[src/ulpi_pkg.sv]
/*
 * Shared ULPI definitions for the full-speed device link.
 * Holds the TX_CMD classes, the PHY register map and values,
 * the RX_CMD field layout and the link controller states.
 */
`default_nettype none

package ulpi_pkg;

   // one byte on the ULPI data bus
   typedef logic [7:0] ulpi_byte_t;

   ////////////////////
   // TX_CMD classes, top two bits of the command byte
   typedef enum logic [1:0] {
      TXCMD_XMIT  = 2'b01,
      TXCMD_REGWR = 2'b10
   } txcmd_code_t;

   ////////////////////
   // immediate register addresses
   localparam logic [5:0] REG_FUNC_CTRL = 6'h04;
   localparam logic [5:0] REG_OTG_CTRL  = 6'h0A;

   // function control: SuspendM off, Reset, normal opmode, TermSelect, FS xcvr
   localparam ulpi_byte_t FUNC_CTRL_PHY_RESET = 8'h65;
   // same fields, reset bit clear
   localparam ulpi_byte_t FUNC_CTRL_FS        = 8'h45;
   // OTG pulldowns and ID pullup off
   localparam ulpi_byte_t OTG_CTRL_OFF        = 8'h00;

   ////////////////////
   // RX_CMD byte as sent by the PHY, msb first
   typedef struct packed {
      logic       alt_int;
      logic       id_gnd;
      logic [1:0] rx_event;
      logic [1:0] vbus_state;
      logic [1:0] line_state;
   } rx_cmd_t;

   localparam logic [1:0] VBUS_VALID = 2'b11;
   localparam logic [1:0] LINE_SE0   = 2'b00;

   ////////////////////
   // link controller states
   typedef enum logic [3:0] {
      ST_RESET,
      ST_DEBOUNCE,
      ST_PHY_RESET_WR,
      ST_PHY_RESET_WAIT,
      ST_FIRST_RXCMD,
      ST_OTG_WR,
      ST_IDLE,
      ST_SE0_WR,
      ST_PKT
   } link_state_t;

endpackage

`default_nettype wire

[src/ulpi_txcmd_if.sv]
/*
 * Command channel from the link controller to the transmit engine.
 * ctrl pulses start while busy is low and holds the fields until done.
 */
`default_nettype none

interface ulpi_txcmd_if;
   import ulpi_pkg::*;

   // request side
   logic        start;
   txcmd_code_t code;
   logic [5:0]  addr;
   ulpi_byte_t  wdata;
   logic [3:0]  pid;

   // engine side
   logic        done;
   logic        busy;

   modport ctrl   (output start, code, addr, wdata, pid, input done, busy);
   modport engine (input start, code, addr, wdata, pid, output done, busy);

endinterface

`default_nettype wire

[src/ulpi_link_fsm.sv]
/*
 * Link controller. Runs the PHY start-up sequence, dispatches packet
 * transmit from idle, times SE0 for bus reset and restarts on Vbus loss.
 */
`default_nettype none

module ulpi_link_fsm #(
   parameter int TICK_CYCLES       = 256,
   parameter int DEBOUNCE_TICKS    = 2000,
   parameter int SE0_RESET_TICKS   = 710,
   parameter int PHY_RESET_TIMEOUT = 255
) (
   input  wire                  clk_suspend,
   input  wire                  reset_2,
   input  wire                  opt_disable_all,
   input  wire                  opt_ignore_vbus,
   input  wire                  phy_dir,
   input  wire ulpi_pkg::rx_cmd_t rx_cmd,
   input  wire                  dir_rise,
   input  wire                  rx_busy,
   input  wire                  pkt_in_latch,
   input  wire ulpi_pkg::ulpi_byte_t pkt_in_byte,
   ulpi_txcmd_if.ctrl           txcmd,
   output logic                 pkt_in_cts,
   output logic                 reset_local,
   output logic                 stat_connected,
   output logic                 se0_reset
);
   import ulpi_pkg::*;

   localparam int TICK_W   = (TICK_CYCLES > 1) ? $clog2(TICK_CYCLES) : 1;
   localparam int WRAP_MAX = (DEBOUNCE_TICKS > SE0_RESET_TICKS) ? DEBOUNCE_TICKS
                                                                : SE0_RESET_TICKS;
   localparam int WRAP_W   = $clog2(WRAP_MAX + 1);
   localparam int TO_W     = $clog2(PHY_RESET_TIMEOUT + 1);

   link_state_t       state;
   logic [TICK_W-1:0] tick_cnt;
   logic              tick;
   // tick count for debounce and SE0
   logic [WRAP_W-1:0] wrap;
   logic [TO_W-1:0]   to_cnt;
   logic              ign_1, ign_2;
   logic              vbus_valid, vbus_q;
   logic              latch_defer, pkt_req, se0_hit;

   assign tick           = (tick_cnt == TICK_W'(TICK_CYCLES - 1));
   assign vbus_valid     = (rx_cmd.vbus_state == VBUS_VALID);
   assign stat_connected = vbus_valid;
   assign se0_hit        = (wrap == WRAP_W'(SE0_RESET_TICKS));
   assign pkt_req        = pkt_in_latch | latch_defer;
   assign se0_reset      = (state == ST_IDLE) & ~rx_busy & se0_hit;
   assign pkt_in_cts     = (state == ST_IDLE) & ~rx_busy & ~se0_hit;

   always_ff @(posedge clk_suspend) begin
      if (!reset_2) begin
         state       <= ST_RESET;
         tick_cnt    <= '0;
         wrap        <= '0;
         to_cnt      <= '0;
         ign_1       <= 1'b0;
         ign_2       <= 1'b0;
         vbus_q      <= 1'b0;
         latch_defer <= 1'b0;
         reset_local <= 1'b0;
         txcmd.start <= 1'b0;
      end else begin
         {ign_2, ign_1} <= {ign_1, opt_ignore_vbus};
         vbus_q         <= vbus_valid;
         tick_cnt       <= tick ? '0 : tick_cnt + TICK_W'(1);
         txcmd.start    <= 1'b0;
         // remember a latch the link could not take yet
         if (pkt_in_latch) latch_defer <= 1'b1;

         case (state)
            ST_RESET: begin
               wrap        <= '0;
               latch_defer <= 1'b0;
               if (!opt_disable_all) state <= ST_DEBOUNCE;
            end
            ST_DEBOUNCE: begin
               if (tick && wrap != WRAP_W'(DEBOUNCE_TICKS)) wrap <= wrap + WRAP_W'(1);
               if (!phy_dir && !txcmd.busy && wrap == WRAP_W'(DEBOUNCE_TICKS)) begin
                  txcmd.start <= 1'b1;
                  txcmd.code  <= TXCMD_REGWR;
                  txcmd.addr  <= REG_FUNC_CTRL;
                  txcmd.wdata <= FUNC_CTRL_PHY_RESET;
                  state       <= ST_PHY_RESET_WR;
               end
            end
            ST_PHY_RESET_WR: begin
               to_cnt <= '0;
               if (txcmd.done) state <= ST_PHY_RESET_WAIT;
            end
            ST_PHY_RESET_WAIT: begin
               // PHY raises DIR while in reset, else try again
               if (phy_dir) begin
                  state <= ST_FIRST_RXCMD;
               end else if (to_cnt == TO_W'(PHY_RESET_TIMEOUT)) begin
                  state <= ST_RESET;
               end else begin
                  to_cnt <= to_cnt + TO_W'(1);
               end
            end
            ST_FIRST_RXCMD: begin
               if (!rx_busy) begin
                  txcmd.start <= 1'b1;
                  txcmd.code  <= TXCMD_REGWR;
                  txcmd.addr  <= REG_OTG_CTRL;
                  txcmd.wdata <= OTG_CTRL_OFF;
                  state       <= ST_OTG_WR;
               end
            end
            ST_OTG_WR: begin
               if (txcmd.done) begin
                  reset_local <= 1'b1;
                  wrap        <= '0;
                  state       <= ST_IDLE;
               end
            end
            ST_IDLE: begin
               // align tick phase to each RX_CMD
               if (dir_rise) tick_cnt <= '0;
               if (rx_cmd.line_state != LINE_SE0) begin
                  wrap <= '0;
               end else if (tick && !se0_hit) begin
                  wrap <= wrap + WRAP_W'(1);
               end
               if (!rx_busy && se0_hit) begin
                  // bus reset, back to full speed
                  wrap        <= '0;
                  txcmd.start <= 1'b1;
                  txcmd.code  <= TXCMD_REGWR;
                  txcmd.addr  <= REG_FUNC_CTRL;
                  txcmd.wdata <= FUNC_CTRL_FS;
                  state       <= ST_SE0_WR;
               end else if (!rx_busy && pkt_req) begin
                  // first packet byte carries the PID
                  txcmd.start <= 1'b1;
                  txcmd.code  <= TXCMD_XMIT;
                  txcmd.pid   <= pkt_in_byte[3:0];
                  state       <= ST_PKT;
               end
            end
            ST_SE0_WR: if (txcmd.done) state <= ST_IDLE;
            ST_PKT: begin
               if (txcmd.done) begin
                  latch_defer <= 1'b0;
                  state       <= ST_IDLE;
               end
            end
            default: state <= ST_RESET;
         endcase

         ////////////////////
         // Vbus loss restarts the whole link
         if (!ign_2 && vbus_q && !vbus_valid) begin
            reset_local <= 1'b0;
            state       <= ST_RESET;
         end
      end
   end

endmodule

`default_nettype wire

[src/ulpi_rx_decoder.sv]
/*
 * ULPI receive side. Tracks DIR turnaround, keeps the latest RX_CMD
 * and passes received packet bytes straight up to the packet layer.
 */
`default_nettype none

module ulpi_rx_decoder (
   input  wire                  clk_suspend,
   input  wire                  reset_2,
   input  wire                  phy_dir,
   input  wire                  phy_nxt,
   input  wire ulpi_pkg::ulpi_byte_t phy_d_in,
   output ulpi_pkg::rx_cmd_t    rx_cmd,
   output logic                 dir_rise,
   output logic                 rx_busy,
   output logic                 pkt_out_act,
   output ulpi_pkg::ulpi_byte_t pkt_out_byte,
   output logic                 pkt_out_latch
);
   import ulpi_pkg::*;

   logic dir_q;
   // DIR and NXT rising together means packet data, not an RX_CMD
   logic know_recv;
   logic rx_active;

   always_ff @(posedge clk_suspend) begin
      if (!reset_2) begin
         dir_q     <= 1'b0;
         know_recv <= 1'b0;
         rx_cmd    <= '0;
      end else begin
         dir_q <= phy_dir;
         if (dir_rise) begin
            know_recv <= phy_nxt;
         end else if (!phy_dir) begin
            know_recv <= 1'b0;
         end
         // past turnaround, NXT low marks an RX_CMD byte
         if (phy_dir && dir_q && !phy_nxt) begin
            rx_cmd <= rx_cmd_t'(phy_d_in);
         end
      end
   end

   assign dir_rise = phy_dir & ~dir_q;
   // stays up through the turnaround after DIR drops
   assign rx_busy  = phy_dir | dir_q;

   ////////////////////
   // packet layer receive path
   assign rx_active     = rx_cmd.rx_event[0];
   assign pkt_out_act   = (rx_active | know_recv) & phy_dir;
   // no data in the turnaround cycle
   assign pkt_out_latch = pkt_out_act & phy_nxt & dir_q;
   assign pkt_out_byte  = pkt_out_latch ? phy_d_in : '0;

   // only inside a receive, never in its turnaround cycle
   a_latch_in_rx: assert property (@(posedge clk_suspend) disable iff (!reset_2)
      pkt_out_latch |-> phy_dir && $past(phy_dir));

endmodule

`default_nettype wire

[src/ulpi_tx_engine.sv]
/*
 * ULPI transmit engine. Drives the data bus and STP for immediate
 * register writes and for packet transmit with a PID TX_CMD.
 * Takes one request at a time over the command channel.
 */
`default_nettype none

module ulpi_tx_engine (
   input  wire                  clk_suspend,
   input  wire                  reset_2,
   ulpi_txcmd_if.engine         txcmd,
   input  wire                  phy_dir,
   input  wire                  phy_nxt,
   input  wire ulpi_pkg::ulpi_byte_t pkt_in_byte,
   input  wire                  pkt_in_stp,
   output logic                 pkt_in_nxt,
   output ulpi_pkg::ulpi_byte_t phy_d_out_mux,
   output logic                 phy_d_oe,
   output logic                 phy_stp
);
   import ulpi_pkg::*;

   typedef enum logic [2:0] {
      TX_IDLE,
      TX_CMD,
      TX_DATA,
      TX_PKT,
      TX_STP
   } tx_state_t;

   tx_state_t  state;
   ulpi_byte_t d_out;
   logic       dir_q;

   always_ff @(posedge clk_suspend) begin
      if (!reset_2) begin
         state      <= TX_IDLE;
         d_out      <= '0;
         // bus released until DIR is known
         dir_q      <= 1'b1;
         phy_stp    <= 1'b0;
         txcmd.done <= 1'b0;
      end else begin
         dir_q      <= phy_dir;
         phy_stp    <= 1'b0;
         txcmd.done <= 1'b0;
         case (state)
            TX_IDLE: begin
               if (txcmd.start) begin
                  state <= TX_CMD;
                  // command byte, address or PID in the low bits
                  if (txcmd.code == TXCMD_REGWR) begin
                     d_out <= {txcmd.code, txcmd.addr};
                  end else begin
                     d_out <= {txcmd.code, 2'b00, txcmd.pid};
                  end
               end
            end
            TX_CMD: begin
               // hold the command byte until NXT
               if (phy_nxt) begin
                  if (txcmd.code == TXCMD_REGWR) begin
                     d_out <= txcmd.wdata;
                     state <= TX_DATA;
                  end else begin
                     d_out <= '0;
                     state <= TX_PKT;
                  end
               end
            end
            TX_DATA: begin
               if (phy_nxt) begin
                  d_out      <= '0;
                  phy_stp    <= 1'b1;
                  txcmd.done <= 1'b1;
                  state      <= TX_STP;
               end
            end
            TX_PKT: begin
               // packet layer owns the bus bytes here
               if (pkt_in_stp) begin
                  phy_stp    <= 1'b1;
                  txcmd.done <= 1'b1;
                  state      <= TX_STP;
               end
            end
            TX_STP: state <= TX_IDLE;
            default: state <= TX_IDLE;
         endcase
      end
   end

   assign txcmd.busy    = (state != TX_IDLE);
   assign phy_d_oe      = ~dir_q;
   assign phy_d_out_mux = (state == TX_PKT) ? pkt_in_byte : d_out;
   assign pkt_in_nxt    = phy_nxt & (state == TX_PKT);

   // link controller keeps to one request at a time
   a_start_idle: assert property (@(posedge clk_suspend) disable iff (!reset_2)
      txcmd.start |-> !txcmd.busy);
   a_stp_single: assert property (@(posedge clk_suspend) disable iff (!reset_2)
      phy_stp |=> !phy_stp);

endmodule

`default_nettype wire

[src/usb2_ulpi_link.sv]
/*
 * Full-speed USB 2.0 device link for a ULPI PHY, top level.
 * Connects the receive decoder, transmit engine and link controller.
 */
`default_nettype none

module usb2_ulpi_link #(
   parameter int TICK_CYCLES       = 256,
   parameter int DEBOUNCE_TICKS    = 2000,
   parameter int SE0_RESET_TICKS   = 710,
   parameter int PHY_RESET_TIMEOUT = 255
) (
   input  wire                  clk_suspend,
   input  wire                  reset_2,
   output logic                 reset_local,
   input  wire                  opt_disable_all,
   input  wire                  opt_ignore_vbus,
   output logic                 stat_connected,
   // ULPI PHY
   input  wire ulpi_pkg::ulpi_byte_t phy_d_in,
   output ulpi_pkg::ulpi_byte_t phy_d_out_mux,
   output logic                 phy_d_oe,
   input  wire                  phy_dir,
   output logic                 phy_stp,
   input  wire                  phy_nxt,
   // packet layer
   output logic                 pkt_out_act,
   output ulpi_pkg::ulpi_byte_t pkt_out_byte,
   output logic                 pkt_out_latch,
   output logic                 pkt_in_cts,
   output logic                 pkt_in_nxt,
   input  wire ulpi_pkg::ulpi_byte_t pkt_in_byte,
   input  wire                  pkt_in_latch,
   input  wire                  pkt_in_stp,
   output logic                 se0_reset
);
   import ulpi_pkg::*;

   rx_cmd_t rx_cmd;
   logic    dir_rise;
   logic    rx_busy;

   ulpi_txcmd_if txcmd ();

   ulpi_rx_decoder u_rx (
      .clk_suspend, .reset_2, .phy_dir, .phy_nxt, .phy_d_in,
      .rx_cmd, .dir_rise, .rx_busy,
      .pkt_out_act, .pkt_out_byte, .pkt_out_latch
   );

   ulpi_tx_engine u_tx (
      .clk_suspend, .reset_2, .txcmd (txcmd.engine), .phy_dir, .phy_nxt,
      .pkt_in_byte, .pkt_in_stp, .pkt_in_nxt,
      .phy_d_out_mux, .phy_d_oe, .phy_stp
   );

   ulpi_link_fsm #(
      .TICK_CYCLES       (TICK_CYCLES),
      .DEBOUNCE_TICKS    (DEBOUNCE_TICKS),
      .SE0_RESET_TICKS   (SE0_RESET_TICKS),
      .PHY_RESET_TIMEOUT (PHY_RESET_TIMEOUT)
   ) u_fsm (
      .clk_suspend, .reset_2, .opt_disable_all, .opt_ignore_vbus, .phy_dir,
      .rx_cmd, .dir_rise, .rx_busy, .pkt_in_latch, .pkt_in_byte,
      .txcmd (txcmd.ctrl), .pkt_in_cts, .reset_local, .stat_connected, .se0_reset
   );

endmodule

`default_nettype wire
[config.mk]
export PLATFORM = sky130hd
export DESIGN_NAME = usb2_ulpi_link
export DESIGN_NICKNAME = d
export VERILOG_FILES = /design/src/ulpi_pkg.sv /design/src/ulpi_txcmd_if.sv /design/src/ulpi_link_fsm.sv /design/src/ulpi_rx_decoder.sv /design/src/ulpi_tx_engine.sv /design/src/usb2_ulpi_link.sv
export SDC_FILE = /design/constraint.sdc
export NUM_CORES = 1
export LEC_CHECK = 0
export ABC_AREA = 1
export BUFFER_PORTS_ARGS = -buffer_cell sky130_fd_sc_hd__buf_2
export CORE_ASPECT_RATIO = 0.9
export CORE_MARGIN = 5
export CORE_UTILIZATION = 60
export DETAILED_ROUTE_END_ITERATION = 8
export PLACE_DENSITY_LB_ADDON = 0.05
export SYNTH_ARGS = -nofsm -noshare
export SYNTH_HDL_FRONTEND = slang
export SYNTH_SLANG_ARGS = --single-unit
[constraint.sdc]
create_clock -name clk_suspend -period 2.85 [get_ports clk_suspend]
set_input_delay 0 -clock clk_suspend [delete_from_list [all_inputs] [get_ports clk_suspend]]
set_output_delay 0 -clock clk_suspend [all_outputs]
set_load 0.03 [all_outputs]
-- Word-level counts from Yosys, hierarchy flattened
Index checks and enable logic that the tools add are counted.
- register bits: 77
- latch bits: 0
- bits in writable memories: 0
- memory bits (read-only): 0
- input port bits: 24
- word-level logic and storage cells: 177
- memories kept: 0
- $add $sub $neg: 3
- multipliers: 0
- div/mod/pow operators: 0
- magnitude comparators: 0
- equality and inequality tests: 36
- shift-type cells: 0
- muxes and demuxes: 62
- bitwise operators: 17
- reduce and logical (&&, ||, !) cells: 36
- operator list (cell ; number):
    8-bit 2-to-1 mux ; 14
    11-bit 2-to-1 mux ; 5
    8-bit one-hot mux with 3 select lines ; 2
    11-bit one-hot mux with 4 select lines ; 1
    4-bit 2-to-1 mux ; 9
    4-bit one-hot mux with 7 select lines ; 1
    6-bit 2-to-1 mux ; 4
    2-bit inequality test, second input constant ; 10
    6-bit one-hot mux with 3 select lines ; 1
    8-bit by 1-bit adder with 8-bit output, second input constant ; 2
    4-bit by 3-bit equality test with 1-bit output, second input constant ; 4
    8-bit equality test, second input constant ; 2
    8-bit one-hot mux with 2 select lines ; 1
    4-bit AND reduction ; 4
    3-bit 2-to-1 mux ; 4
    3-bit one-hot mux with 4 select lines ; 1
    11-bit by 1-bit adder with 11-bit output, second input constant ; 1
    11-bit by 10-bit equality test with 1-bit output, second input constant ; 1
    11-bit equality test, second input constant ; 1
    1-bit 2-to-1 mux ; 11
    11-bit inequality test, second input constant ; 1
    1-bit logical AND ; 10
    2-bit by 1-bit inequality test with 1-bit output, second input constant ; 5
    5-bit AND reduction ; 2
    27 further kinds ; 57

-- Logic depth before layout (Yosys ltp)
Gate-level depths: netlist of the first run.
- depth after elaboration: 7
- mapped depth: 13
- gate-level depth less buffers: 12

-- By module
A second synthesis of the first run with hierarchy kept.
- cells, all modules: 641
- area, all modules: 4237.8 um2
- by module, submodules not included (module ; instances ; cells each ; area an instance (um2) ; sequential area each (um2)):
    ulpi_link_fsm ; 1 ; 396 ; 2747.6 ; 1041.0
    ulpi_tx_engine ; 1 ; 159 ; 967.2 ; 260.2
    ulpi_rx_decoder ; 1 ; 86 ; 523.0 ; 200.2

-- Worst setup path before layout of the first run
OpenSTA, ideal clock, no wires.
- path kind: reg-to-reg
- start point: register u_fsm.wrap[0]
- end point: register u_fsm.txcmd.pid[0] (enable)
- arrival time: 1.759 ns
- data required time: 2.540 ns
- setup slack: 0.780 ns
- stages on the path, launching flop included: 8
- path through: dfxtp_1 -> buf_2 -> inv_1 -> ha_1 -> nand3_1 -> nor2_4 -> a21oi_1 -> and3_1
- word-level cells in the longest chain between the ends: 4
- ends and longest elaborated chain (what ; line ; source):
    start, declared ; ulpi_link_fsm.sv:41 ; logic [WRAP_W-1:0] wrap;
    start signal, assigned ; ulpi_link_fsm.sv:82 ; if (tick && wrap != WRAP_W'(DEBOUNCE_TICKS)) wrap <= wrap + WRAP_W'(1);
    start signal, assigned ; ulpi_link_fsm.sv:127 ; wrap <= wrap + WRAP_W'(1);
    11-bit by 10-bit equality test with 1-bit output ; ulpi_link_fsm.sv:50 ; assign se0_hit = (wrap == WRAP_W'(SE0_RESET_TICKS));
    1-bit logical AND ; ulpi_link_fsm.sv:129 ; if (!rx_busy && se0_hit) begin
    1-bit inverter (no line) ; n/a ;
    4-bit AND reduction (no line) ; n/a ;
    end signal, assigned ; ulpi_link_fsm.sv:141 ; txcmd.pid <= pkt_in_byte[3:0];
    end, declared ; ulpi_txcmd_if.sv:21 ; modport ctrl (output start, code, addr, wdata, pid, input done, busy);
No other way between the ends.
A chain may end at the register's enable or synchronous reset.

-- Final worst setup path of the first run
- start point: register u_fsm.wrap[0]
- end point: register u_fsm.txcmd.addr[1] (enable)
- word-level cells in the longest chain between the ends: 4
- elaborated cells on any way between the ends: 7
- classes of those cells: 4 x eq/ne; 3 x reduce/logical
- ends and longest elaborated chain (what ; line ; source):
    11-bit by 10-bit equality test with 1-bit output or 11-bit equality test (tied branches) ; ulpi_link_fsm.sv:50, ulpi_link_fsm.sv:83 ;
    1-bit logical AND, on equally long branches ; ulpi_link_fsm.sv:129, ulpi_link_fsm.sv:83 ;
    2-bit inequality test (no line) or 2-bit by 1-bit inequality test with 1-bit output (tied branches) ; n/a ;
    5-bit AND reduction (no line) * ; n/a ;
    end signal, assigned ; ulpi_link_fsm.sv:86 ; txcmd.addr <= REG_FUNC_CTRL;
    end signal, assigned ; ulpi_link_fsm.sv:109 ; txcmd.addr <= REG_OTG_CTRL;
    end signal, assigned ; ulpi_link_fsm.sv:134 ; txcmd.addr <= REG_FUNC_CTRL;
    end, declared ; ulpi_txcmd_if.sv:21 ;
Mark *: on every way between the ends. The rest lies on a longest branch, timed or not.

==> results.py, run 1 <==
metrics = {
    "global_route": {
        "overflow": 0,
        "grt_pass1_vias": 3379,
        "antenna_found_initial": 0,
        "grt_max_degree": 24,
        "track_usage_pct": 23.22,
        "grt_util_met3_pct": 4.659,
        "busiest_layer": "met2",
        "grt_pass1_wl_mm": 14.78,
        "met1_usage_pct": 29.06,
        "gr-usage-met2_pct": 39.00,
    },
    "layout": {
        "final_common_cell": "nand2_1",
        "nets": 645,
        "drive_above_1_share_pct": 16.26,
        "area_growth_pct": 17.29,
        "fin_util_pct": 71.45,
        "antenna_cells": 0,
        "most-common-layout-cells": "nand2_1 (134), nor2_1 (84), inv_1 (74)",
    },
    "floorplan": {
        "dieArea_um2": 7808,
        "row_count": 27,
        "initial_core_util_pct": 60.91,
        "die_w_um": 92.59,
        "coreArea_um2": 6047,
        "die_h_um": 84.33,
        "io_pins": 49,
    },
    "place": {
        "place.gp.congestion": 0.9446,
        "place_ws_ns": 0.9035,
        "portBuffers": 48,
        "hpwl_mm": 6.471,
    },
    "routing": {
        "firstDrtPassIters": 5,
        "via_per_inst": 5.258,
        "vias": 3644,
        "drc_errors": 0,
        "wirelength_mm": 8.738,
        "drt-wirelength-per-cell_um": 12.61,
        "drt.antenna.violating_nets": 0,
        "dr.first_iter.drc_count": 205,
    },
    "logic_synthesis": {
        "synthArstFlopShare_pct": 0,
        "synth_cell_type_count": 37,
        "syn_area_um2": 3684,
        "synth_nets": 581,
        "avgSynthCellArea_um2": 6.673,
        "synthCells": 552,
        "synth-seq-cells": 66,
        "ys.flop_type": "dfxtp_1",
        "yosysWarnings": 0,
        "synth_edf_count": 10,
        "seq_area_frac_synth_pct": 38.59,
    },
    "timing": {
        "setup_viol": 0,
        "hold_slack_ns": 0.01829,
        "worstMarginPinSlew_ns": 0.7242,
        "post-route-period-util_pct": 68.14,
        "worst_slack_ns": 0.9079,
        "grt_setup_unrepaired": "no",
        "slew_violations": 0,
        "relSlewSlack_pct": 51.54,
        "final.setup.tns_ns": 0,
        "fmax_ghz": 0.5149,
        "clock_skew_ns": 0.01002,
        "final_hold_viol_count": 0,
        "period_needed_ns": 1.942,
    },
    "clocking": {
        "root_buffer": "clkbuf_8",
        "cts_resized": 0,
        "cts.htree.levels": 3,
        "cts_buffers": 9,
        "cts.path.max_buffers": 2,
        "cts.sinks": 66,
        "post_cts_buffers": 0,
        "clk_transition_reported_paths_ns": 0.08,
        "clk_latency_ns": 0.35,
        "cts_tree": "yes",
    },
    "worst_setup_path": {
        "endpoint_kind": "flip-flop",
        "critPathLaunchType": "flip-flop",
        "critPathArrivalTime_ns": 1.96,
        "cp_max_fo": 9,
        "cp.required_ns": 2.87,
        "path_class": "flip-flop to flip-flop",
    },
    "power": {
        "p_per_area_nw_per_um2": 729.6,
        "peakVddDrop_mv": 0.4771,
        "p_leak_nw": 2.059,
    },
    "flow_run": {
        "cap_violations": 0,
    },
    "outcome": {
        "outcome": "finished clean",
    },
    "hold_path": {
        "hold_path.class": "input pin to flip-flop",
    },
}
==> Yosys cell counts (all sizes together), types with 2 or more instances <==
master,instances,area (um2)
or2,2,12.52
ha,5,62.56
xnor2,2,17.52
nand4,6,37.54
a21oi,31,181.4
nor4,2,12.51
clkbuf,5,18.77
nand3,56,292.8
edfxtp,10,300.3
dfxtp,56,1121
nor2,94,387.9
nor3,9,45.04
nand2,144,570.5
clkinv,3,12.51
o21ai,30,157.7
nor3b,2,15.01
inv,78,292.8
buf,6,45.04
xor2,6,52.55
==> critical path: stages, from the launching register on <==
cell and delay [ns]:
dfxtp_1 0.39, inv_1 0.13, ha_1 0.18, nand3_1 0.12
nor2_4 0.16, nand3_4 0.15, nand2_4 0.14, inv_1 0.06
nor2_1 0.29
==> where the power goes <==
part	internal (W)	switching (W)	leakage, nW
Combinational	0.000345	0.000797	1.41
Clock	0.000495	0.000372	0.107
Sequential	0.00106	0.0000803	0.544
Total	0.00190	0.00125	2.06
==> final cells by class <==
| cell class | instances | area, um2 |
|---|---|---|
| multi-input combinational | 394 | 1893 |
| fill | 512 | 1727 |
| sequential | 66 | 1421 |
| timing repair buffer | 64 | 392.9 |
| inverter | 81 | 305.3 |
| clock buffer | 10 | 127.6 |
| clock inverter | 6 | 90.09 |
| tap | 72 | 90.09 |
==> cell families (layout without fill, tap and decap cells) <==
family | Yosys count | in the layout | share of synthesized area, %
AND/OR/NAND/NOR | 317 | 317 | 38.01
buffers and inverters | 92 | 161 | 10.02
flip-flops | 66 | 66 | 38.59
AO/OA/AOI/OAI | 64 | 64 | 9.783
XOR/XNOR | 8 | 8 | 1.902
adder cells (fa/ha/maj) | 5 | 5 | 1.698
==> through the flow <==
step	total power, W	instances	cell area (um2)
3_5_place_dp	0.002278	664	3973
5_1_grt	0.003382	693	4320
3_3_place_gp	0.002255	664	3973
4_1_cts	0.003160	693	4320
6_report	0.003152	693	4320
2_1_floorplan	0.002055	552	3684
==> routing by layer <==
layer,part of all wire [%],vias to the layer above
met3,6.0,24
li1,-,1876
met2,46,113
met4,2.7,0
met1,46,1631
met5,0,-
==> state kept, by name, summed over array words and instances, names as in the netlist, 2 cells and up <==
register and count:
u_rx.rx_cmd 5, u_fsm.wrap 11, u_tx.d_out 7, u_fsm.txcmd.pid 4, u_fsm.txcmd.addr 2, u_fsm.to_cnt 8, u_fsm.tick_cnt 8, u_fsm.txcmd.wdata 2
u_tx.state 3, u_fsm.state 4, u_fsm.txcmd.code 2
==> worst paths after layout <==
check / endpoint / slack [ns] / start / cells after the start
hold reg to reg: u_fsm.ign_2$_SDFF_PN0_ / 0.43 / u_fsm.ign_1$_SDFF_PN0_ / 2
setup / recovery: u_fsm.txcmd.addr[1]$_DFFE_PP_ / 0.91 / u_fsm.wrap[0]$_SDFFE_PN0P_ / 8
hold / removal: u_tx.state[1]$_SDFFE_PN0P_ / 0.02 / reset_2 / 3
setup reg to reg: u_fsm.txcmd.addr[1]$_DFFE_PP_ / 0.91 / u_fsm.wrap[0]$_SDFFE_PN0P_ / 8
==> timing repair <==
action                                 in CTS  in global routing
hold buffers                               13                  0
setup endpoints to repair                   0                  0
endpoints found under the hold margin      12                  0
No activity file was read; power rests on OpenSTA's default activity.
==> run 2, diff against run 1 <==
--- a/config.mk
+++ b/config.mk
@@ -9,7 +9,7 @@
 export BUFFER_PORTS_ARGS = -buffer_cell sky130_fd_sc_hd__buf_2
 export CORE_ASPECT_RATIO = 0.9
 export CORE_MARGIN = 5
-export CORE_UTILIZATION = 60
+export CORE_UTILIZATION = 58
 export DETAILED_ROUTE_END_ITERATION = 8
 export PLACE_DENSITY_LB_ADDON = 0.05
 export SYNTH_ARGS = -nofsm -noshare
==> constraint.sdc (replaced) <==
create_clock -name clk_suspend -period 1.8 [get_ports clk_suspend]
set_input_delay 0 -clock clk_suspend [delete_from_list [all_inputs] [get_ports clk_suspend]]
set_output_delay 0 -clock clk_suspend [all_outputs]
set_load 0.03 [all_outputs]
==> results.py, run 2 (same netlist as run 1, synthesis figures left out) <==
metrics = {
    "outcome": {
        "outcome": "finished clean",
    },
    "floorplan": {
        "die_w_um": 94.01,
        "dieArea_um2": 8047,
        "die_h_um": 85.61,
        "initial_core_util_pct": 59.91,
        "row_count": 27,
        "io_pins": 49,
        "coreArea_um2": 6148,
    },
    "timing": {
        "final_hold_viol_count": 0,
        "fmax_ghz": 0.5932,
        "worstMarginPinSlew_ns": 0.6506,
        "clock_skew_ns": 0.004943,
        "hold_slack_ns": 0.05441,
        "relSlewSlack_pct": 56.43,
        "worst_slack_ns": 0.1141,
        "post-route-period-util_pct": 93.66,
        "slew_violations": 0,
        "period_needed_ns": 1.686,
        "setup_viol": 0,
    },
    "layout": {
        "area_growth_pct": 21.71,
        "drive_above_1_share_pct": 20.50,
        "top_regs": "u_fsm.wrap x11, u_fsm.tick_cnt x8, u_fsm.to_cnt x8",
        "fin_util_pct": 72.91,
        "largest_reg_flops": 11,
        "stdcell_area_um2": 4483,
        "nets": 658,
        "most-common-layout-cells": "nand2_1 (132), nor2_1 (80), inv_1 (74)",
        "antenna_cells": 0,
        "instances_no_fill": 721,
        "final_common_cell": "nand2_1",
        "largest-register": "u_fsm.wrap",
    },
    "routing": {
        "wirelength_mm": 9.060,
        "drc_errors": 0,
        "drt.antenna.violating_nets": 0,
        "firstDrtPassIters": 5,
        "vias": 3721,
        "dr.first_iter.drc_count": 247,
        "drt-wirelength-per-cell_um": 12.57,
        "via_per_inst": 5.161,
    },
    "clocking": {
        "cts.path.max_buffers": 2,
        "cts.htree.levels": 3,
        "post_cts_buffers": 0,
        "cts_buffers": 9,
        "clk_latency_ns": 0.34,
        "root_buffer": "clkbuf_8",
        "cts.sinks": 66,
        "cts_tree": "yes",
        "clk_transition_reported_paths_ns": 0.07,
    },
    "worst_setup_path": {
        "reg2reg_to": "u_fsm.txcmd.pid[2]$_DFFE_PP_",
        "cp_max_fo": 6,
        "path_cells": "inv_2 > nor2_2 > nand2_2 > clkinv_2 > nand2_2 > a21oi_4 > and3_1",
        "startpoint": "u_fsm.state[2]$_SDFFE_PP0P_",
        "critPathArrivalTime_ns": 1.73,
        "cpPeakStageDelay_ns": 0.38,
        "r2r_start": "u_fsm.state[2]$_SDFFE_PP0P_",
        "cpMaxStageDelayCell": "dfxtp_2",
        "reg2reg_slack_ns": 0.11,
        "rr_worst_depth": 7,
        "path_class": "flip-flop to flip-flop",
        "cp.required_ns": 1.84,
        "endpoint_kind": "flip-flop",
        "worst-path-buf-inv": 2,
        "cp_common_cell": "nand2_2",
        "critPathLaunchType": "flip-flop",
        "path_delay_family": "simple AND/OR/NAND/NOR gates",
    },
    "global_route": {
        "grt_pass1_vias": 3353,
        "grt_pass1_wl_mm": 15.39,
        "overflow": 0,
        "antenna_found_initial": 0,
        "track_usage_pct": 23.70,
        "grt_max_degree": 24,
    },
    "place": {
        "place_inst": 693,
        "portBuffers": 48,
        "place_area_um2": 4113,
        "hpwl_mm": 6.677,
        "place.gp.congestion": 0.9275,
        "place_ws_ns": 0.04463,
    },
    "power": {
        "p_leak_nw": 2.108,
        "peakVddDrop_mv": 0.7581,
        "p_per_area_nw_per_um2": 1093,
    },
    "hold_path": {
        "min_from": "pkt_in_latch",
        "worstHoldEndpoint": "u_fsm.latch_defer$_SDFF_PN0_",
        "hold_path.class": "input pin to flip-flop",
        "hold_depth": 5,
    },
    "flow_run": {
        "cap_violations": 0,
    },
}
-- run 2: timing repair --
action,CTS,global route
endpoints found under the hold margin,12,0
resized for setup,1,21
setup endpoints to repair,1,37
hold buffers,12,0
pin swaps,0,0
-- run 2: how the worst max path moves through the flow --
stage	to	depth (start not counted)
5_1_grt	u_fsm.wrap[7]$_SDFFE_PN0P_	12
6_report	u_fsm.txcmd.pid[2]$_DFFE_PP_	7
2_1_floorplan	u_fsm.txcmd.addr[1]$_DFFE_PP_	9
4_1_cts	se0_reset	7
3_5_place_dp	u_fsm.txcmd.wdata[5]$_DFFE_PP_	8
3_3_place_gp	u_fsm.wrap[10]$_SDFFE_PN0P_	10
-- run 2: cell type report --
class | instances | area [um2]
multi-input cells | 394 | 1972
repair buffers | 77 | 490.5
fillers | 532 | 1665
well taps | 87 | 108.9
clock buffers | 10 | 137.6
inverters | 81 | 307.8
flip-flops and latches | 66 | 1425
clock inverters | 6 | 41.29
-- run 2: per-layer routing --
layer | track usage, % | vias up | share of wire, %
met5 | 0 | - | 0
met4 | 6.955 | 0 | 1.8
met3 | 6.754 | 22 | 8.2
met2 | 37.78 | 150 | 45
met1 | 31.34 | 1647 | 45
li1 | - | 1902 | -
-- run 2: worst register-to-register path: cells and delay by family (launching register included) --
kind	cells	cell delay (ns)
flops	1	0.38
compound gates	1	0.15
simple gates	4	0.67
buf+inv	2	0.19
-- run 2: metrics by stage --
step | TNS, ns | total power (W)
after floorplan | -0.1348 | 0.003259
final | 0 | 0.004900
after global placement | 0 | 0.003636
after global routing | -0.02025 | 0.005279
after detailed placement | 0 | 0.003677
after CTS | 0 | 0.004832
-- run 2: power by group --
| part | switching (W) | internal, W |
|---|---|---|
| registers | 0.000123 | 0.00169 |
| logic | 0.00133 | 0.000626 |
| clock network | 0.000593 | 0.000536 |
| total | 0.00205 | 0.00285 |
